### config.mk
export PLATFORM = sky130hd
export DESIGN_NAME = wb_stage
export DESIGN_NICKNAME = d
export VERILOG_FILES = /design/src/source/wb_pkg.sv /design/src/source/wb_redirect.sv /design/src/source/wb_retire.sv /design/src/source/wb_route.sv /design/src/source/wb_stage.sv
export SDC_FILE = /design/constraint.sdc
export NUM_CORES = 1
export LEC_CHECK = 0
export BUFFER_PORTS_ARGS = -buffer_cell sky130_fd_sc_hd__buf_2
export CELL_PAD_IN_SITES_DETAIL_PLACEMENT = 1
export CELL_PAD_IN_SITES_GLOBAL_PLACEMENT = 2
export CORE_AREA = 8 8 425 427
export DETAILED_ROUTE_END_ITERATION = 7
export DIE_AREA = 0 0 433 435
export PLACE_DENSITY_LB_ADDON = 0.3
export SETUP_SLACK_MARGIN = 0.05
export SLEW_MARGIN = 0
export SYNTH_ARGS = -nofsm -noshare
export SYNTH_HDL_FRONTEND = slang
export SYNTH_SLANG_ARGS = --single-unit
export TNS_END_PERCENT = 10
### constraint.sdc
create_clock -name clk -period 1.7 [get_ports clk]
set_input_delay 0.085 -clock clk [delete_from_list [all_inputs] [get_ports clk]]
set_output_delay 0.085 -clock clk [all_outputs]
set_load 0.05 [all_outputs]
### src/source/wb_pkg.sv
package wb_pkg;

    localparam int DEST_W = 3;  // gpr / sreg index
    localparam int ADDR_W = 32;
    localparam int DATA_W = 64;
    localparam int SEL_W  = 16;
    localparam int TYPE_W = 4;

    // far pointer layout of a 64-bit slot
    typedef struct packed {
        logic [DATA_W-SEL_W-ADDR_W-1:0] pad;
        logic [SEL_W-1:0]               sel;
        logic [ADDR_W-1:0]              offset;
    } far_ptr_t;

    typedef union packed {
        logic [DATA_W-1:0] data;
        far_ptr_t          far;   // only when cs:eip gets loaded
    } wb_value_u;

    typedef struct packed {
        wb_value_u         value;
        logic [ADDR_W-1:0] dest;  // reg index in low bits, or mem address
        logic              is_reg;
        logic              is_seg;
        logic              is_mem;
        logic              wb;
    } wb_slot_t;

    typedef struct packed {
        logic far_jmp;
        logic far_ret;
        logic far_call;
        logic halt;
        logic iretd;
    } wb_uop_t;

    typedef struct packed {
        logic              valid;
        logic              taken;
        logic              correct;
        logic [ADDR_W-1:0] fip;
        logic [ADDR_W-1:0] fip_p1;  // next fetch line
    } wb_branch_t;

    typedef struct packed {
        logic              ie;
        logic [TYPE_W-1:0] ie_type;
    } wb_ie_t;

endpackage

### src/source/wb_redirect.sv
`timescale 1ns/1ns

module wb_redirect (
    input  logic [wb_pkg::ADDR_W-1:0] eip,
    input  wb_pkg::wb_branch_t        branch,
    input  logic [wb_pkg::ADDR_W-1:0] slot0_offset,
    input  logic                      ld_eip_cs,
    input  logic                      valid_in,
    input  logic                      valid_out,
    output logic [wb_pkg::ADDR_W-1:0] new_fip_even,
    output logic [wb_pkg::ADDR_W-1:0] new_fip_odd,
    output logic [wb_pkg::ADDR_W-1:0] new_eip,
    output logic                      br_valid,
    output logic                      br_taken,
    output logic                      br_correct,
    output logic                      resteer
);

    logic [wb_pkg::ADDR_W-1:0] fip_line;
    logic [wb_pkg::ADDR_W-1:0] fip_p1_line;
    logic [wb_pkg::ADDR_W-1:0] target_eip;

    // 16 byte fetch lines
    assign fip_line    = {branch.fip[wb_pkg::ADDR_W-1:4], 4'd0};
    assign fip_p1_line = {branch.fip_p1[wb_pkg::ADDR_W-1:4], 4'd0};

    // bit 4 picks which bank the target line sits in
    always_comb begin
        if (branch.fip[4]) begin
            new_fip_even = fip_p1_line;
            new_fip_odd  = fip_line;
        end else begin
            new_fip_even = fip_line;
            new_fip_odd  = fip_p1_line;
        end
    end

    assign target_eip = ld_eip_cs ? slot0_offset : branch.fip;  // far target from slot 0
    assign new_eip    = branch.taken ? target_eip : eip;

    assign br_valid   = branch.valid & valid_out;
    assign br_taken   = branch.taken;
    assign br_correct = branch.correct;

    // mispredict only matters on a retiring branch
    assign resteer = valid_in & br_valid & ~branch.correct;

endmodule

### src/source/wb_retire.sv
`timescale 1ns/1ns

module wb_retire #(
    parameter int NUM_SLOTS = 4
) (
    input  logic                      clk,
    input  logic                      arst_n,
    input  logic                      valid_in,
    input  wb_pkg::wb_uop_t           uop,
    input  wb_pkg::wb_ie_t            exc,
    input  logic                      idtr_orig,
    input  logic                      idtr_servicing,
    input  logic                      interrupt,
    input  logic                      wbaq_full,
    input  logic [NUM_SLOTS-1:0]      mem_req,
    input  logic [wb_pkg::ADDR_W-1:0] latched_eip,
    output logic                      valid_out,
    output logic                      stall,
    output logic                      final_ie_val,
    output logic [wb_pkg::TYPE_W-1:0] final_ie_type,
    output logic                      instr_is_final_wb,
    output logic                      halted,
    output logic [wb_pkg::ADDR_W-1:0] eip_hist1,
    output logic [wb_pkg::ADDR_W-1:0] eip_hist2
);

    logic ie_keep;  // exception not masked by idt service
    logic [wb_pkg::TYPE_W-2:0] ie_type_gated;

    // raw requests here, mem_ld would loop back through valid_out
    assign stall = wbaq_full & valid_in & (|mem_req);

    assign valid_out = (valid_in & ~stall & ~exc.ie) | (valid_in & idtr_orig);

    assign ie_keep       = valid_in & ~idtr_servicing;
    assign ie_type_gated = exc.ie_type[wb_pkg::TYPE_W-2:0] & {(wb_pkg::TYPE_W-1){ie_keep}};

    assign final_ie_val  = (exc.ie & ie_keep) | interrupt;
    assign final_ie_type = {interrupt, ie_type_gated};

    // last part of an idt-sourced sequence
    assign instr_is_final_wb = valid_in & idtr_orig & (uop.far_jmp | uop.far_ret);

    always_ff @(posedge clk or negedge arst_n) begin
        if (!arst_n) begin
            halted <= 1'b0;
        end else if (valid_out && uop.halt) begin
            halted <= 1'b1;  // sticky until reset
        end
    end

    always_ff @(posedge clk or negedge arst_n) begin
        if (!arst_n) begin
            eip_hist1 <= '0;
            eip_hist2 <= '0;
        end else if (valid_out) begin
            eip_hist1 <= latched_eip;
            eip_hist2 <= eip_hist1;
        end
    end

endmodule

### src/source/wb_route.sv
`timescale 1ns/1ns

module wb_route #(
    parameter int NUM_SLOTS = 4
) (
    input  wb_pkg::wb_slot_t [NUM_SLOTS-1:0]                   slots,
    input  logic                                               valid_out,
    input  wb_pkg::wb_uop_t                                    uop,
    input  logic [1:0]                                         op_size,
    input  logic [3:0]                                         mem_size_ovr,
    output logic [NUM_SLOTS-1:0][wb_pkg::DATA_W-1:0]           res,
    output logic [1:0]                                         res_size,
    output logic [NUM_SLOTS-1:0][wb_pkg::DEST_W-1:0]           reg_addr,
    output logic [NUM_SLOTS-1:0][wb_pkg::DEST_W-1:0]           seg_addr,
    output logic [NUM_SLOTS-1:0]                               reg_ld,
    output logic [NUM_SLOTS-1:0]                               seg_ld,
    output logic [NUM_SLOTS-1:0]                               mem_req,
    output logic                                               mem_ld,
    output logic [wb_pkg::DATA_W-1:0]                          mem_data,
    output logic [wb_pkg::ADDR_W-1:0]                          mem_addr,
    output logic [1:0]                                         mem_size,
    output logic                                               ld_eip_cs
);

    assign ld_eip_cs = uop.far_jmp | uop.far_ret | uop.far_call;
    assign res_size  = op_size;

    genvar i;
    generate
        for (i = 0; i < NUM_SLOTS; i++) begin : g_slot
            assign reg_addr[i] = slots[i].dest[wb_pkg::DEST_W-1:0];
            assign seg_addr[i] = slots[i].dest[wb_pkg::DEST_W-1:0];
            assign reg_ld[i]   = slots[i].is_reg & slots[i].wb & valid_out;
            assign seg_ld[i]   = slots[i].is_seg & slots[i].wb & valid_out;
            assign mem_req[i]  = slots[i].is_mem & slots[i].wb;  // raw, feeds stall

            if (i == 0) begin : g_far
                // far transfer writes the selector to cs
                assign res[i] = ld_eip_cs ?
                    {{(wb_pkg::DATA_W-wb_pkg::SEL_W){1'b0}}, slots[i].value.far.sel} :
                    slots[i].value.data;
            end else begin : g_plain
                assign res[i] = slots[i].value.data;
            end
        end
    endgenerate

    assign mem_ld = |mem_req & valid_out;

    // lowest memory slot wins
    always_comb begin
        mem_data = '0;
        mem_addr = '0;
        for (int s = NUM_SLOTS - 1; s >= 0; s--) begin
            if (mem_req[s]) begin
                mem_data = slots[s].value.data;
                mem_addr = slots[s].dest;
            end
        end
    end

    always_comb begin
        if (mem_size_ovr[0]) begin
            mem_size = 2'b00;
        end else if (mem_size_ovr[1]) begin
            mem_size = 2'b01;
        end else if (mem_size_ovr[2]) begin
            mem_size = 2'b10;
        end else if (mem_size_ovr[3] || ld_eip_cs) begin
            mem_size = 2'b11;  // far pointer push is 48 bits
        end else begin
            mem_size = op_size;
        end
    end

endmodule

### src/source/wb_stage.sv
`timescale 1ns/1ns

module wb_stage #(
    parameter int NUM_SLOTS = 4
) (
    input  logic                                     clk,
    input  logic                                     arst_n,
    input  logic                                     valid_in,
    input  logic [wb_pkg::ADDR_W-1:0]                eip,
    input  logic [wb_pkg::ADDR_W-1:0]                latched_eip,
    input  wb_pkg::wb_uop_t                          uop,
    input  wb_pkg::wb_slot_t [NUM_SLOTS-1:0]         slots,
    input  logic [1:0]                               op_size,
    input  logic [3:0]                               mem_size_ovr,
    input  wb_pkg::wb_branch_t                       branch,
    input  wb_pkg::wb_ie_t                           exc,
    input  logic                                     idtr_orig,
    input  logic                                     idtr_servicing,
    input  logic                                     interrupt,
    input  logic                                     wbaq_full,
    output logic                                     valid_out,
    output logic                                     stall,
    output logic [NUM_SLOTS-1:0][wb_pkg::DATA_W-1:0] res,
    output logic [1:0]                               res_size,
    output logic [NUM_SLOTS-1:0][wb_pkg::DEST_W-1:0] reg_addr,
    output logic [NUM_SLOTS-1:0][wb_pkg::DEST_W-1:0] seg_addr,
    output logic [NUM_SLOTS-1:0]                     reg_ld,
    output logic [NUM_SLOTS-1:0]                     seg_ld,
    output logic                                     mem_ld,
    output logic [wb_pkg::DATA_W-1:0]                mem_data,
    output logic [wb_pkg::ADDR_W-1:0]                mem_addr,
    output logic [1:0]                               mem_size,
    output logic [wb_pkg::ADDR_W-1:0]                new_fip_even,
    output logic [wb_pkg::ADDR_W-1:0]                new_fip_odd,
    output logic [wb_pkg::ADDR_W-1:0]                new_eip,
    output logic                                     br_valid,
    output logic                                     br_taken,
    output logic                                     br_correct,
    output logic                                     resteer,
    output logic                                     final_ie_val,
    output logic [wb_pkg::TYPE_W-1:0]                final_ie_type,
    output logic                                     instr_is_final_wb,
    output logic                                     halted,
    output logic [wb_pkg::ADDR_W-1:0]                eip_hist1,
    output logic [wb_pkg::ADDR_W-1:0]                eip_hist2,
    output logic                                     is_iretd
);

    logic [NUM_SLOTS-1:0] mem_req;
    logic                 ld_eip_cs;

    assign is_iretd = uop.iretd;

    wb_route #(.NUM_SLOTS(NUM_SLOTS)) u_route (
        .slots        (slots),
        .valid_out    (valid_out),
        .uop          (uop),
        .op_size      (op_size),
        .mem_size_ovr (mem_size_ovr),
        .res          (res),
        .res_size     (res_size),
        .reg_addr     (reg_addr),
        .seg_addr     (seg_addr),
        .reg_ld       (reg_ld),
        .seg_ld       (seg_ld),
        .mem_req      (mem_req),
        .mem_ld       (mem_ld),
        .mem_data     (mem_data),
        .mem_addr     (mem_addr),
        .mem_size     (mem_size),
        .ld_eip_cs    (ld_eip_cs)
    );

    wb_redirect u_redirect (
        .eip          (eip),
        .branch       (branch),
        .slot0_offset (slots[0].value.far.offset),  // far target offset
        .ld_eip_cs    (ld_eip_cs),
        .valid_in     (valid_in),
        .valid_out    (valid_out),
        .new_fip_even (new_fip_even),
        .new_fip_odd  (new_fip_odd),
        .new_eip      (new_eip),
        .br_valid     (br_valid),
        .br_taken     (br_taken),
        .br_correct   (br_correct),
        .resteer      (resteer)
    );

    wb_retire #(.NUM_SLOTS(NUM_SLOTS)) u_retire (
        .clk               (clk),
        .arst_n            (arst_n),
        .valid_in          (valid_in),
        .uop               (uop),
        .exc               (exc),
        .idtr_orig         (idtr_orig),
        .idtr_servicing    (idtr_servicing),
        .interrupt         (interrupt),
        .wbaq_full         (wbaq_full),
        .mem_req           (mem_req),
        .latched_eip       (latched_eip),
        .valid_out         (valid_out),
        .stall             (stall),
        .final_ie_val      (final_ie_val),
        .final_ie_type     (final_ie_type),
        .instr_is_final_wb (instr_is_final_wb),
        .halted            (halted),
        .eip_hist1         (eip_hist1),
        .eip_hist2         (eip_hist2)
    );

endmodule

# Word-level counts from Yosys, hierarchy flattened
# Index checks and enable logic that the tools add are counted.
# op_classes
add_sub_neg,0
multipliers,0
div,0
magnitude_cmp,0
eq_ne,0
shifts,0
n_mux,17
bitwise,41
reduce_logical,3
# op_table
cell,n
$mux W64,5
$mux W32,8
$and A1 B1 Y1,32
$mux W2,4
$not A1 Y1,4
$or A1 B1 Y1,4
$reduce_or A4 Y1,1
$and A3 B3 Y3,1
$logic_and A1 B1 Y1,1
$logic_or A1 B1 Y1,1
# word_totals
register_bits,65
latch_bits,0
mem_bits_rw,0
rom_bits,0
inputBits,554
output_inout_bits,563
word_cells,64
mem_count,0

# Depth between registers and ports, before layout
# Gate-level depths: netlist (run 1).
# depth
depth_word,10
depth_mapped,7
mapped_depth_nobuf,4

# By module
# A second synthesis (run 1) with hierarchy kept.
# hier_totals
cells_unflattened,1135
hier_area_um2,9835.7
# by_module_without_submodules
mod,instances,cells_per_inst,area_per_inst_um2,seq_area_each_um2
wb_route,1,803,5466.5,0.0
wb_retire,1,149,2817.7,1626.6
wb_redirect,1,182,1544.0,0.0
wb_stage,1,1,7.5,0.0

# Least setup slack after synthesis (run 1)
# OpenSTA, ideal clock, no wires.
# synth_path
path_kind,input -> output
start,in slots[200] in the netlist's numbering
end,out mem_data[10] in the netlist's numbering
arrival_time_ns,1.891
t_required_ns,1.615
slack_ns,-0.276
stages,6
path_buffers,2
path_cell_list,and2_1 > buf_6 > nor2_4 > buf_2 > a221oi_1 > o21ai_0
# synth_between
elab_chain_cells,4
# synth_lines
element,line_no,text
from (decl),wb_stage.sv:12,"input wb_pkg::wb_slot_t [NUM_SLOTS-1:0] slots,"
$and A1 B1 Y1,wb_route.sv:35,assign mem_req[i] = slots[i].is_mem & slots[i].wb;
$mux W64 (3 in series),wb_route.sv:55,if (mem_req[s]) begin
to (decl),wb_stage.sv:30,"output logic [wb_pkg::DATA_W-1:0] mem_data,"
# Every way passes these cells.

# Worst setup path after layout (run 1)
# layout_path
start,in slots[201] in the netlist's numbering
end,out mem_data[22] in the netlist's numbering
# Same word-level chain as after synthesis.

==> results of run 1 <==
==> cells by family after synthesis <==
group           after synthesis
buf+inv                     330
compound gates              326
simple gates                325
mux                         118
flops                        65
other cells                   1
==> power by group <==
part,total [mW],leakage (nW),internal [mW],switching [mW]
Clock,2.11,0.162,1.36,0.749
Combinational,10.2,8.08,3.26,6.96
Sequential,2.09,0.760,1.88,0.213
Total,14.4,9.00,6.50,7.92
==> metrics by stage <==
step | setup TNS [ns] | utilization, %
6_report | -0.153 | 11.4
3_3_place_gp | -18.34 | 10.4
4_1_cts | -0.438 | 11.1
5_1_grt | -1.13 | 11.4
2_1_floorplan | -12.08 | -
3_5_place_dp | -17.57 | 10.4
==> final cells by class <==
cell class              count  area (sq um)  area share [%]
flip-flops and latches     65          1630            8.23
clock inverters             5          77.6           0.393
repair buffers           1280          9170            46.4
clock buffers              11           253            1.28
multi-input cells         777          5660            28.6
well taps                2325          2910            14.7
diodes                     26          65.1           0.329
==> flip-flops by register name (all words and copies together), names as in the netlist <==
| register | count |
|---|---|
| u_retire.eip_hist1 | 32 |
| u_retire.eip_hist2 | 32 |
| u_retire.halted | 1 |
==> per-layer routing <==
layer	global-route usage, %	wire length (um)
met5	0	301
met4	2.04	2350
met3	4.07	10600
met2	21.9	61700
met1	14.1	47500
==> path summary, 6_finish.rpt <==
check | start | end | slack [ns] | depth (start not counted)
worst min register to register | u_retire.eip_hist2[11] | u_retire.eip_hist2[11] | 0.50 | 1
min in group asynchronous | arst_n | u_retire.eip_hist1[22] | 0.21 | 2
max in group asynchronous | arst_n | u_retire.eip_hist2[17] | 0.88 | 3
worst min-delay path | latched_eip[31] | u_retire.eip_hist1[31] | 0.02 | 2
worst max register to register | u_retire.halted | u_retire.halted | 0.84 | 1
worst max-delay path | slots[201] | mem_data[22] | -0.05 | 9
==> cells in the final DEF, fill, tap and decap left out, types with 49 or more instances in the layout <==
cell type / Yosys / final
sky130_fd_sc_hd__buf_2: 24 / 947
sky130_fd_sc_hd__nand2_1: 210 / 206
sky130_fd_sc_hd__buf_12: 6 / 130
sky130_fd_sc_hd__buf_4: 235 / 123
sky130_fd_sc_hd__o21ai_0: 152 / 108
sky130_fd_sc_hd__mux2_2: 69 / 69
sky130_fd_sc_hd__dfrtp_1: 65 / 65
sky130_fd_sc_hd__o21ai_1: 40 / 61
sky130_fd_sc_hd__a221oi_1: 86 / 55
sky130_fd_sc_hd__and2_1: 56 / 53
sky130_fd_sc_hd__mux2_4: 49 / 49
==> worst max-delay path, delay by kind of cell <==
family          cells  cell delay (ns)
compound gates      2             0.32
buf+inv             5             0.76
simple gates        2             0.43
==> repair_timing <==
item	CTS	global route
pin swaps	27	33
cloned	0	2
endpoints found under the hold margin	58	0
buffers inserted	3	1
hold buffers	32	0
setup endpoints to repair	111	100
resized for setup	142	98
==> impl_summary.md, run 1 <==
Layout
The number of filler cells placed in the layout is 20800. Relative to the synthesized area, the layout overhead comes to 119%. The number of nets in the layout is 2687. The number of non-filler instances in the completed layout is 4489.

The finished cells cover 19800 sq um. Cells with a size suffix above 1 make up 68.8% of the layout.

Synthesis
The sequential fraction of the synthesis area is 18.1%. The flop and latch count out of synthesis is 65. The average size of a mapped cell is 7.73 sq um. By area, the combinational part of the netlist is dominated by buffers and inverters. The synthesized netlist devotes 23.6% of its cell area to compound gates. During synthesis, Yosys emitted a total of 0 warnings. The area of the mapped netlist is 9000 sq um. After Yosys synthesis, and, or, nand and nor cells account for 16.1% of the synthesized area. The top cell type by area accounts for 19.6% of the synthesized area. Of the post-synthesis cell area, the part taken by muxes is 16.8%. The post-synthesis cell type with the largest combined area is sky130_fd_sc_hd__buf_4. The cell count after synthesis is 1165. Ranked by total cell area, the synthesized netlist is headed by sky130_fd_sc_hd__buf_4 (20%), sky130_fd_sc_hd__dfrtp_1 (18%), sky130_fd_sc_hd__nand2_1 (8.8%), sky130_fd_sc_hd__mux2_2 (8.6%), sky130_fd_sc_hd__o21ai_0 (8.5%). The number of enable-type register cells in the synthesized netlist is 0. For this run, asynchronously set or reset flops after synthesis account for 100%. By count the netlist is led by sky130_fd_sc_hd__buf_4 (235), sky130_fd_sc_hd__nand2_1 (210), sky130_fd_sc_hd__o21ai_0 (152).

The parity-gate share of the synthesized area counting xor and xnor cells is 0%. The prevailing post-synth register cell is sky130_fd_sc_hd__dfrtp_1. The number of unique standard cell types used by synthesis is 35.

In the post-synthesis netlist, the cell with the most instances is sky130_fd_sc_hd__buf_4. Summing the areas of all fa, ha and maj instances in the mapped netlist gives 0% of the synthesized area.

CTS
The clock insertion delay at the later pin of the skew report is 0.35 ns. TritonCTS created 9 clock buffers. The CTS tree is done. After clock tree synthesis, the clock-pin slew on the worst setup and hold paths is 0.05 ns. The clock sink total is 65. The H-tree was split into 3 levels.

The tree is rooted in a sky130_fd_sc_hd__clkbuf_16. In this run the deepest clock path goes through 2 buffers.

Drt
The final wirelength is 122000 um. After detailed routing, the average wire length per cell comes to 27.3 um. Before antenna repair, the detailed router went through 5 iterations. In this run, the number of DRC markers left after iteration 0 of detailed routing was 863. The final route contains 13300 vias.

The number of antenna-violating nets in the routed design is 0. The post-detailed-route DRC marker count is 0. The via density per instance is 2.95.

Status
The flow ran to the end, but the final reports show violations. The checks that failed: setup timing.

Timing
The total of endpoints with negative setup slack in the final report is 6. Across all hold checks on the routed design, the worst slack comes to 0.0245 ns. The clock period minus worst slack is 1.75 ns. The maximum clock rate is 0.571 GHz. The number of failing hold endpoints at the final stage came to 0. In the finished design, the share of the clock period the worst path needs comes to 103%. At the pin with the least slew margin, the transition time is 0.642 ns.

The post-route worst setup slack is -0.0511 ns. The worst clock skew on the final layout is 0.00775 ns. The relative slew slack is 56.8%.

The final count of pins violating max slew was 0. Setup repair after global routing could not meet its margin everywhere.

Place
At the end of routability-driven placement, the weighted congestion stood at 0.913. The number of port buffers is 1101. Once placement completed, the tool counted placed cells totaling 4411. Once detailed placement completed, the half-perimeter wirelength came to 111000 um. Prior to clock tree synthesis, the placed netlist has a worst setup slack of -0.730 ns. The placed cell area is 18100 sq um.

Worst hold path
The tightest min-delay check is of the primary input to flop type.

Die
The height of the die is 435 um. The number of placement rows is 153. The core area is 173000 sq um. Once the floorplan was initialized, standard cells occupied 5.20% of the core. The die covers 188000 sq um. The number of primary I/O pins is 1117. The horizontal die dimension is 433 um.

Setup path
The required time of the critical path is 1.62 ns. The most numerous cell on the critical path is sky130_fd_sc_hd__buf_12. The type of element capturing the critical path is a primary output. Data arrives at the worst endpoint at 1.67 ns. The type of element launching the critical path is a primary input. Traced cell by cell, the critical path runs through buf_6 > and2_4 > nor2_4 > buf_12 > buf_12 > a221oi_1 > o21ai_1 > buf_4 > buf_12. The delay of the slowest cell on the worst path is 0.22 ns.

Of all nets on the critical path, the largest fanout is 15. The critical path in this run is classified as primary input to primary output. The cell with the largest stage delay on the worst path is sky130_fd_sc_hd__nor2_4.

Global route
The number of global-route vias before repair is 14100. The pin count of the biggest net entering global routing is 48. The global-route wire length before repair is 153000 um. The initial antenna violation count is 94. After global routing the overflow that remains totals 0.

Across every metal layer, demand over resource in global routing totals 12.2%.

Job
The max capacitance violation total is 0.

Power and ir drop
The design draws 14.4 mW. The highest ir drop seen on vdd is 0.437 mV. For this design the static power due to leakage is 9.00 nW. The total power per unit cell area is 730 nW/um^2.
No activity file was read; power rests on OpenSTA's default activity.
==> run 2: changes to the inputs <==
--- a/config.mk
+++ b/config.mk
@@ -11,7 +11,7 @@
 export CORE_AREA = 8 8 425 427
 export DETAILED_ROUTE_END_ITERATION = 7
 export DIE_AREA = 0 0 433 435
-export PLACE_DENSITY_LB_ADDON = 0.3
+export PLACE_DENSITY = 0.39
 export SETUP_SLACK_MARGIN = 0.05
 export SLEW_MARGIN = 0
 export SYNTH_ARGS = -nofsm -noshare
==> run 2 against run 1 <==
Compared with the run above:
- the flow still finishes with violations (setup timing)
- clock skew about the same
- sequential power hardly changed
- cell count about the same
- critical endpoint is now mem_addr[20]
==> impl_summary.md, run 2 (same netlist as run 1, synthesis figures left out) <==
Setup path
The critical path data arrival time is 1.67 ns. The origin of the worst setup path is slots[201]. The end of the critical path is mem_addr[20]. The kind of critical path is primary input to primary output. The signal on the critical path passes through buf_2 > and2_4 > nor2_4 > buf_12 > buf_16 > a221oi_1 > buf_4 > o21ai_1 > buf_4. The cell that appears most often on the critical path is sky130_fd_sc_hd__buf_4.

The register-to-register setup slack is 0.88 ns. STA classifies the critical path endpoint as a primary output. The cell with the largest stage delay on the worst path is sky130_fd_sc_hd__a221oi_1. The cell count of the worst reg-to-reg path is 1.

The required time of the critical path is 1.62 ns. In this run the critical register-to-register path is launched from u_retire.halted. The destination of the worst register-to-register timing path is u_retire.halted. The largest single stage delay on the critical path is 0.40 ns. The type of element launching the critical path is a primary input. Along the worst path, the maximum fanout reaches 11.

Drt
In the routed layout, each cell is associated on average with a via count of 2.94. The final wirelength is 124000 um. Before antenna repair, the detailed router went through 5 iterations. The post-detailed-route DRC marker count is 0.

The highest layer touched by signal routing is met5. The total met2 wirelength after detailed routing is 63200 um. The routed layout has 13200 vias. The number of antenna-violating nets in the routed design is 0. Summed over all nets, wire length on met3 after detailed routing comes to 9170 um. The violation count after the first detailed-route iteration is 851. In the final routed layout, each cell accounts on average for 27.7 um. After detailed routing, the wire length on met1 is 50300 um.

Timing
The final count of pins violating max slew was 0. The relative slew slack is 54.4%. Setup slack on the critical path of the routed design comes to -0.0549 ns.

The worst path uses 103% of the clock period. Setup violations remaining at the end of the flow were counted as 2. The number of failing hold endpoints at the final stage came to 0. The maximum clock rate is 0.570 GHz. The worst clock skew on the final layout is 0.00780 ns.

Setup repair after global routing could not meet its margin everywhere. Subtracting the final worst setup slack from the clock period gives 1.75 ns. The slew of the pin with the lowest slew margin is 0.678 ns.

Power and ir drop
The leakage power figure is 8.88 nW. The design draws 14.0 mW. IR analysis of the VDD net gives a maximum drop of 0.447 mV. The total power per unit cell area is 725 nW/um^2.

Layout
In the layout the commonest cells are sky130_fd_sc_hd__buf_2 (961), sky130_fd_sc_hd__nand2_1 (204), sky130_fd_sc_hd__buf_4 (130), sky130_fd_sc_hd__buf_12 (115), sky130_fd_sc_hd__o21ai_0 (105). The finished cells cover 19400 sq um. In the final design database the tool counted 2693 nets. The area overhead of the layout relative to synthesis is 115%. In the final layout, the share of cells above drive strength 1 is 68.1%. The largest registers in the layout are u_retire.eip_hist1 x32, u_retire.eip_hist2 x32, u_retire.halted x1.

Fill cells in the final layout number 20800. The library cell used most frequently in the layout, excluding fill and tap cells, is sky130_fd_sc_hd__buf_2.

Place
The placed cell area is 18000 sq um. At the placement stage, the worst setup path has a slack of -0.351 ns. The sum of net half-perimeters after detailed placement is 113000 um. The number of port buffers is 1101. The final estimated routing congestion in global placement is 0.883.

Global route
The global router's overall resource usage is 12.4%. The initial antenna violation count was 70. The first global-routing pass estimated 156000 um of wire. The pin count of the biggest net entering global routing is 58.

Global routing finished with a remaining overflow of 0. The number of global-route vias before repair is 14300.

Die
In this run the count of I/O pins placed on the die edge is 1117. The die is 433 um wide. The total die area is 188000 sq um. The starting density of the core is 5.20%. The core area is 173000 sq um. The initialized floorplan defines 153 standard-cell rows. The height of the die is 435 um.

CTS
The H-tree was split into 3 levels. The clock sink total is 65. The number of buffers added by the clock tree synthesis step is 9. CTS placed an instance of sky130_fd_sc_hd__clkbuf_16 at the clock tree root. The clock-pin slew on the worst setup and hold paths is 0.06 ns. At the later pin of the worst-skew pair, clock insertion delay measures 0.35 ns. The largest buffer count on any clock path is 2. The CTS tree is done.

Worst hold path
In this run the worst hold path is classified as primary input to flop.

Status
The run finished, with violations left. The final reports fail on setup timing.

Job
The tool flagged a number of max-cap violations equal to 0.
run 2: cell types whose count changed in the layout (fill, tap and decap cells not counted), sizes merged:
cell | previous run | this run
diode | 26 | 21
dlygate4sd3 | 32 | 34
bufbuf | 0 | 1
clkbuf | 17 | 25
buf | 1242 | 1237
clkinvlp | 1 | 2
bufinv | 2 | 1
run 2: repair_timing:
action / in CTS / in global routing
resized for setup: 108 / 95
setup endpoints to repair: 104 / 106
hold buffers: 34 / 0
pin swaps: 18 / 31
gates cloned: 1 / 1
buffers inserted: 4 / 1
hold endpoints to repair: 64 / 0
run 2: routing by layer:
layer,track usage [%],vias to the layer above
met2,22.6,698
met5,0,-
met1,14.9,6452
met3,3.33,132
li1,-,5872
met4,1.28,32
run 2: worst min path at each step:
stage	startpoint	to	slack (ns)	cells past startpoint
after floorplan	arst_n	u_retire.eip_hist1[0]	-0.21	0
after global placement	arst_n	u_retire.eip_hist1[19]	0.11	1
after detailed placement	arst_n	u_retire.eip_hist1[19]	0.10	1
after CTS	idtr_orig	u_retire.halted	0.11	2
after global routing	idtr_orig	u_retire.halted	0.11	2
final	idtr_orig	u_retire.halted	0.13	2
run 2: power by group:
| part | internal (mW) | total (mW) | leakage (nW) | switching (mW) |
|---|---|---|---|---|
| logic | 3.14 | 10.0 | 7.98 | 6.90 |
| registers | 1.88 | 2.08 | 0.760 | 0.202 |
| clock network | 1.17 | 1.92 | 0.142 | 0.747 |
| total | 6.19 | 14.0 | 8.88 | 7.85 |
run 2: area by class of cell:
| class | count | area [sq um] | share of cell area [%] |
|---|---|---|---|
| Antenna cell | 21 | 52.6 | 0.271 |
| Clock buffer | 11 | 243 | 1.25 |
| Clock inverter | 5 | 55.1 | 0.284 |
| Multi-Input combinational cell | 777 | 5490 | 28.3 |
| Sequential cell | 65 | 1630 | 8.40 |
| Tap cell | 2325 | 2910 | 15.0 |
| Timing Repair Buffer | 1286 | 8990 | 46.4 |
run 2: through the flow:
step	instances	util [%]	hold slack [ns]	setup TNS [ns]
floorplan	1172	-	-0.211	-12.08
global placement	4412	10.4	0.107	-11.97
detailed placement	4412	10.4	0.101	-11.09
CTS	4467	11.0	0.113	-0.647
global route	4472	11.1	0.110	-1.26
finish	4490	11.2	0.132	-0.0665
run 2: worst max-delay path: cells and delay by family:
family	cells	cell delay [ns]
simple gates	2	0.30
compound gates	2	0.47
buf+inv	5	0.79
==> run 3: changes to the inputs <==
--- a/config.mk
+++ b/config.mk
@@ -6,12 +6,10 @@
 export NUM_CORES = 1
 export LEC_CHECK = 0
 export BUFFER_PORTS_ARGS = -buffer_cell sky130_fd_sc_hd__buf_2
-export CELL_PAD_IN_SITES_DETAIL_PLACEMENT = 1
-export CELL_PAD_IN_SITES_GLOBAL_PLACEMENT = 2
-export CORE_AREA = 8 8 425 427
+export CORE_AREA = 8 8 429 431
 export DETAILED_ROUTE_END_ITERATION = 7
-export DIE_AREA = 0 0 433 435
-export PLACE_DENSITY = 0.39
+export DIE_AREA = 0 0 437 439
+export PLACE_DENSITY = 0.3
 export SETUP_SLACK_MARGIN = 0.05
 export SLEW_MARGIN = 0
 export SYNTH_ARGS = -nofsm -noshare
==> run 3 against run 2 <==
Compared with the run above:
- the flow still finishes with violations (setup timing)
- hold slack improved by 0.039 ns
- maximum frequency rose by 1.2%
- total power grew 6.7%
- first-iteration DRC count up 48%
- non-clock buffer count increased by 9
- combinational power grew 8%
- critical path type unchanged
- cell area up 6.9%
- routed wire length increased by 18%
- die area up 1.9%
- critical path depth up 1
==> impl_summary.md, run 3 (same netlist as run 1, synthesis figures left out) <==
Status
The run finished, with violations left. The checks that failed: setup timing.

Drt
For this run, the detailed router's first-pass iteration total came to 5. The count of nets left with antenna violations once routing finished came out at 0. For this block, the initial DRC count from the detailed router was 1258. Dividing the detail-routed via count by the number of cells gives 3.10. After detailed routing, the average wire length per cell comes to 32.4 um. In the routed design, unresolved DRC markers number 0.

The final wirelength is 147000 um. The final route contains 14100 vias.

Die
The number of primary I/O pins is 1117. The core region is 177000 sq um. The number of placement rows is 155. The height of the die is 439 um. The floorplan step defined a die boundary enclosing 192000 sq um.

The horizontal die dimension is 437 um. The starting density of the core is 5.08%.

Global route
The number of global-route vias before repair was 14000. The pin count of the biggest net entering global routing is 57. The global router's overall resource usage is 14.4%. The residual overflow from global routing is 0.

The initial antenna violation count is 153. The global-route wire length before repair is 177000 um.

Place
The cell count after placement is 4450. Routability-driven placement finished with a final weighted congestion of 0.907. The sum of net half-perimeters after detailed placement is 133000 um. The number of port buffers is 1101.

Layout
The library cells used most frequently in the layout, excluding fill and tap cells, are sky130_fd_sc_hd__buf_2 (909), sky130_fd_sc_hd__nand2_1 (206), sky130_fd_sc_hd__buf_12 (183), sky130_fd_sc_hd__buf_4 (126), sky130_fd_sc_hd__o21ai_0 (106). The finished layout holds 4553 standard cells, fillers aside. The area overhead of the layout relative to synthesis is 130%.

Leaving out fill and tap cells, the most frequent cell in the layout is sky130_fd_sc_hd__buf_2. In the final layout, the registers with the most flip-flops are u_retire.eip_hist1 x32, u_retire.eip_hist2 x32, u_retire.halted x1. After the last flow step, the layout net total stands at 2702. Of the cells placed in the final design, the portion with a size suffix greater than 1 is 69.0%.

Timing
The maximum clock rate is 0.577 GHz. The final count of pins violating max slew is 0. After layout, the minimum clock period comes to 1.73 ns. The final worst-path cycle share is 102%. Setup repair after global routing could not meet its margin everywhere. The final worst hold slack is 0.171 ns.

The number of failing hold endpoints at the final stage was 0. The post-route worst setup slack is -0.0346 ns. For the pin with the worst max-slew slack, the measured transition is 0.533 ns.

The total of endpoints with negative setup slack in the final report is 7. In this run the tightest slew margin relative to its limit is 64.1%. Across the routed clock network, the largest skew measured is 0.0203 ns.

Setup path
The type of element capturing the critical path is a primary output. In this run the worst path has a maximum fanout of 7. Counting both buffers and inverters, the worst setup path holds a total of 6.

The delay of the slowest cell on the worst path is 0.21 ns. The critical path is of the primary input to primary output type. The startpoint identified for the worst register-to-register timing path is u_retire.halted.

The cell with the largest stage delay on the worst path is sky130_fd_sc_hd__o21ai_2. In this design, the largest share of critical-path delay is due to buffers and inverters. STA classifies the critical path startpoint as a primary input. In this run the worst setup path begins at slots[201].

The most numerous cell on the critical path is sky130_fd_sc_hd__buf_12. For the worst setup path, the data arrival time is 1.65 ns. The register-to-register setup slack is 0.34 ns. The required time of the critical path is 1.62 ns. Walking the worst path, the cells encountered are buf_8 > and2_4 > nor2_4 > buf_12 > buf_16 > buf_12 > a221oi_2 > o21ai_2 > buf_4 > buf_12.

Power and ir drop
In this run the power density over the cells is 724 nW/um^2. Summed over all cells, the static leakage comes to 9.30 nW. The overall power is 15.0 mW. The highest ir drop seen on vdd is 0.525 mV.

CTS
The CTS tree is done. TritonCTS created 9 clock buffers. The clock root buffer is sky130_fd_sc_hd__clkbuf_16.

The H-tree was split into 3 levels. CTS saw 65 sinks. The clock insertion delay at the later pin of the skew report is 0.40 ns. The largest buffer count on any clock path is 2.

Worst hold path
The worst hold path begins at uop[0]. The worst hold path belongs to the class primary input to primary output.

Job
The max capacitance violation total is 0.
==> run 3: cell count changes in the layout (fill, tap and decap cells not counted), moves of 7 or more <==
cell                       change
sky130_fd_sc_hd__a221oi_1     -17
sky130_fd_sc_hd__diode_2      +24
sky130_fd_sc_hd__o21ai_2       +7
sky130_fd_sc_hd__a221oi_2     +16
sky130_fd_sc_hd__clkbuf_4     -11
sky130_fd_sc_hd__buf_2        -52
sky130_fd_sc_hd__buf_12       +68
==> run 3: timing repair <==
item | CTS | global route
pin swaps | 28 | 32
endpoints found under the hold margin | 66 | 0
resized for setup | 142 | 63
gates cloned | 3 | 2
setup endpoints to repair | 107 | 109
setup buffers | 3 | 1
hold buffers | 35 | 0
==> run 3: layout make-up <==
cell class / count / area, sq um
Clock buffer: 10 / 229
Sequential cell: 65 / 1630
Clock inverter: 6 / 67.6
Fill cell: 20700 / 157000
Timing Repair Buffer: 1295 / 10100
Multi-Input combinational cell: 777 / 5590
Antenna cell: 45 / 113
Tap cell: 2355 / 2950
==> run 3: routing by layer <==
layer / vias to the layer above / track usage [%] / share of wire (%)
met2: 944 / 27.6 / 53
met4: 80 / 1.96 / 1.8
met1: 6929 / 14.8 / 34
met5: - / 0 / 0.34
met3: 238 / 6.03 / 11
li1: 5926 / - / -
==> run 3: final timing paths <==
kind	cells past startpoint	end
worst max-delay path	10	mem_data[53]
worst min-delay path	0	is_iretd
worst max register to register	2	u_retire.halted
worst min register to register	1	u_retire.eip_hist2[4]
max in group asynchronous	3	u_retire.eip_hist1[5]
min in group asynchronous	2	u_retire.halted
==> run 3: report_power, final <==
group / switching, mW / internal, mW
Clock: 0.940 / 1.14
Combinational: 7.23 / 3.56
Sequential: 0.236 / 1.88
Total: 8.41 / 6.58
==> run 3: stage by stage <==
stage	setup TNS (ns)	worst slack, ns	instance area (sq um)	utilization [%]
after floorplan	-12.08	-0.276	9030	-
after global placement	-15.54	-0.402	19000	10.7
after detailed placement	-14.02	-0.373	19000	10.7
after CTS	-1.16	-0.0826	20200	11.4
after global routing	-2.38	-0.114	20600	11.6
final	-0.122	-0.0346	20700	11.7
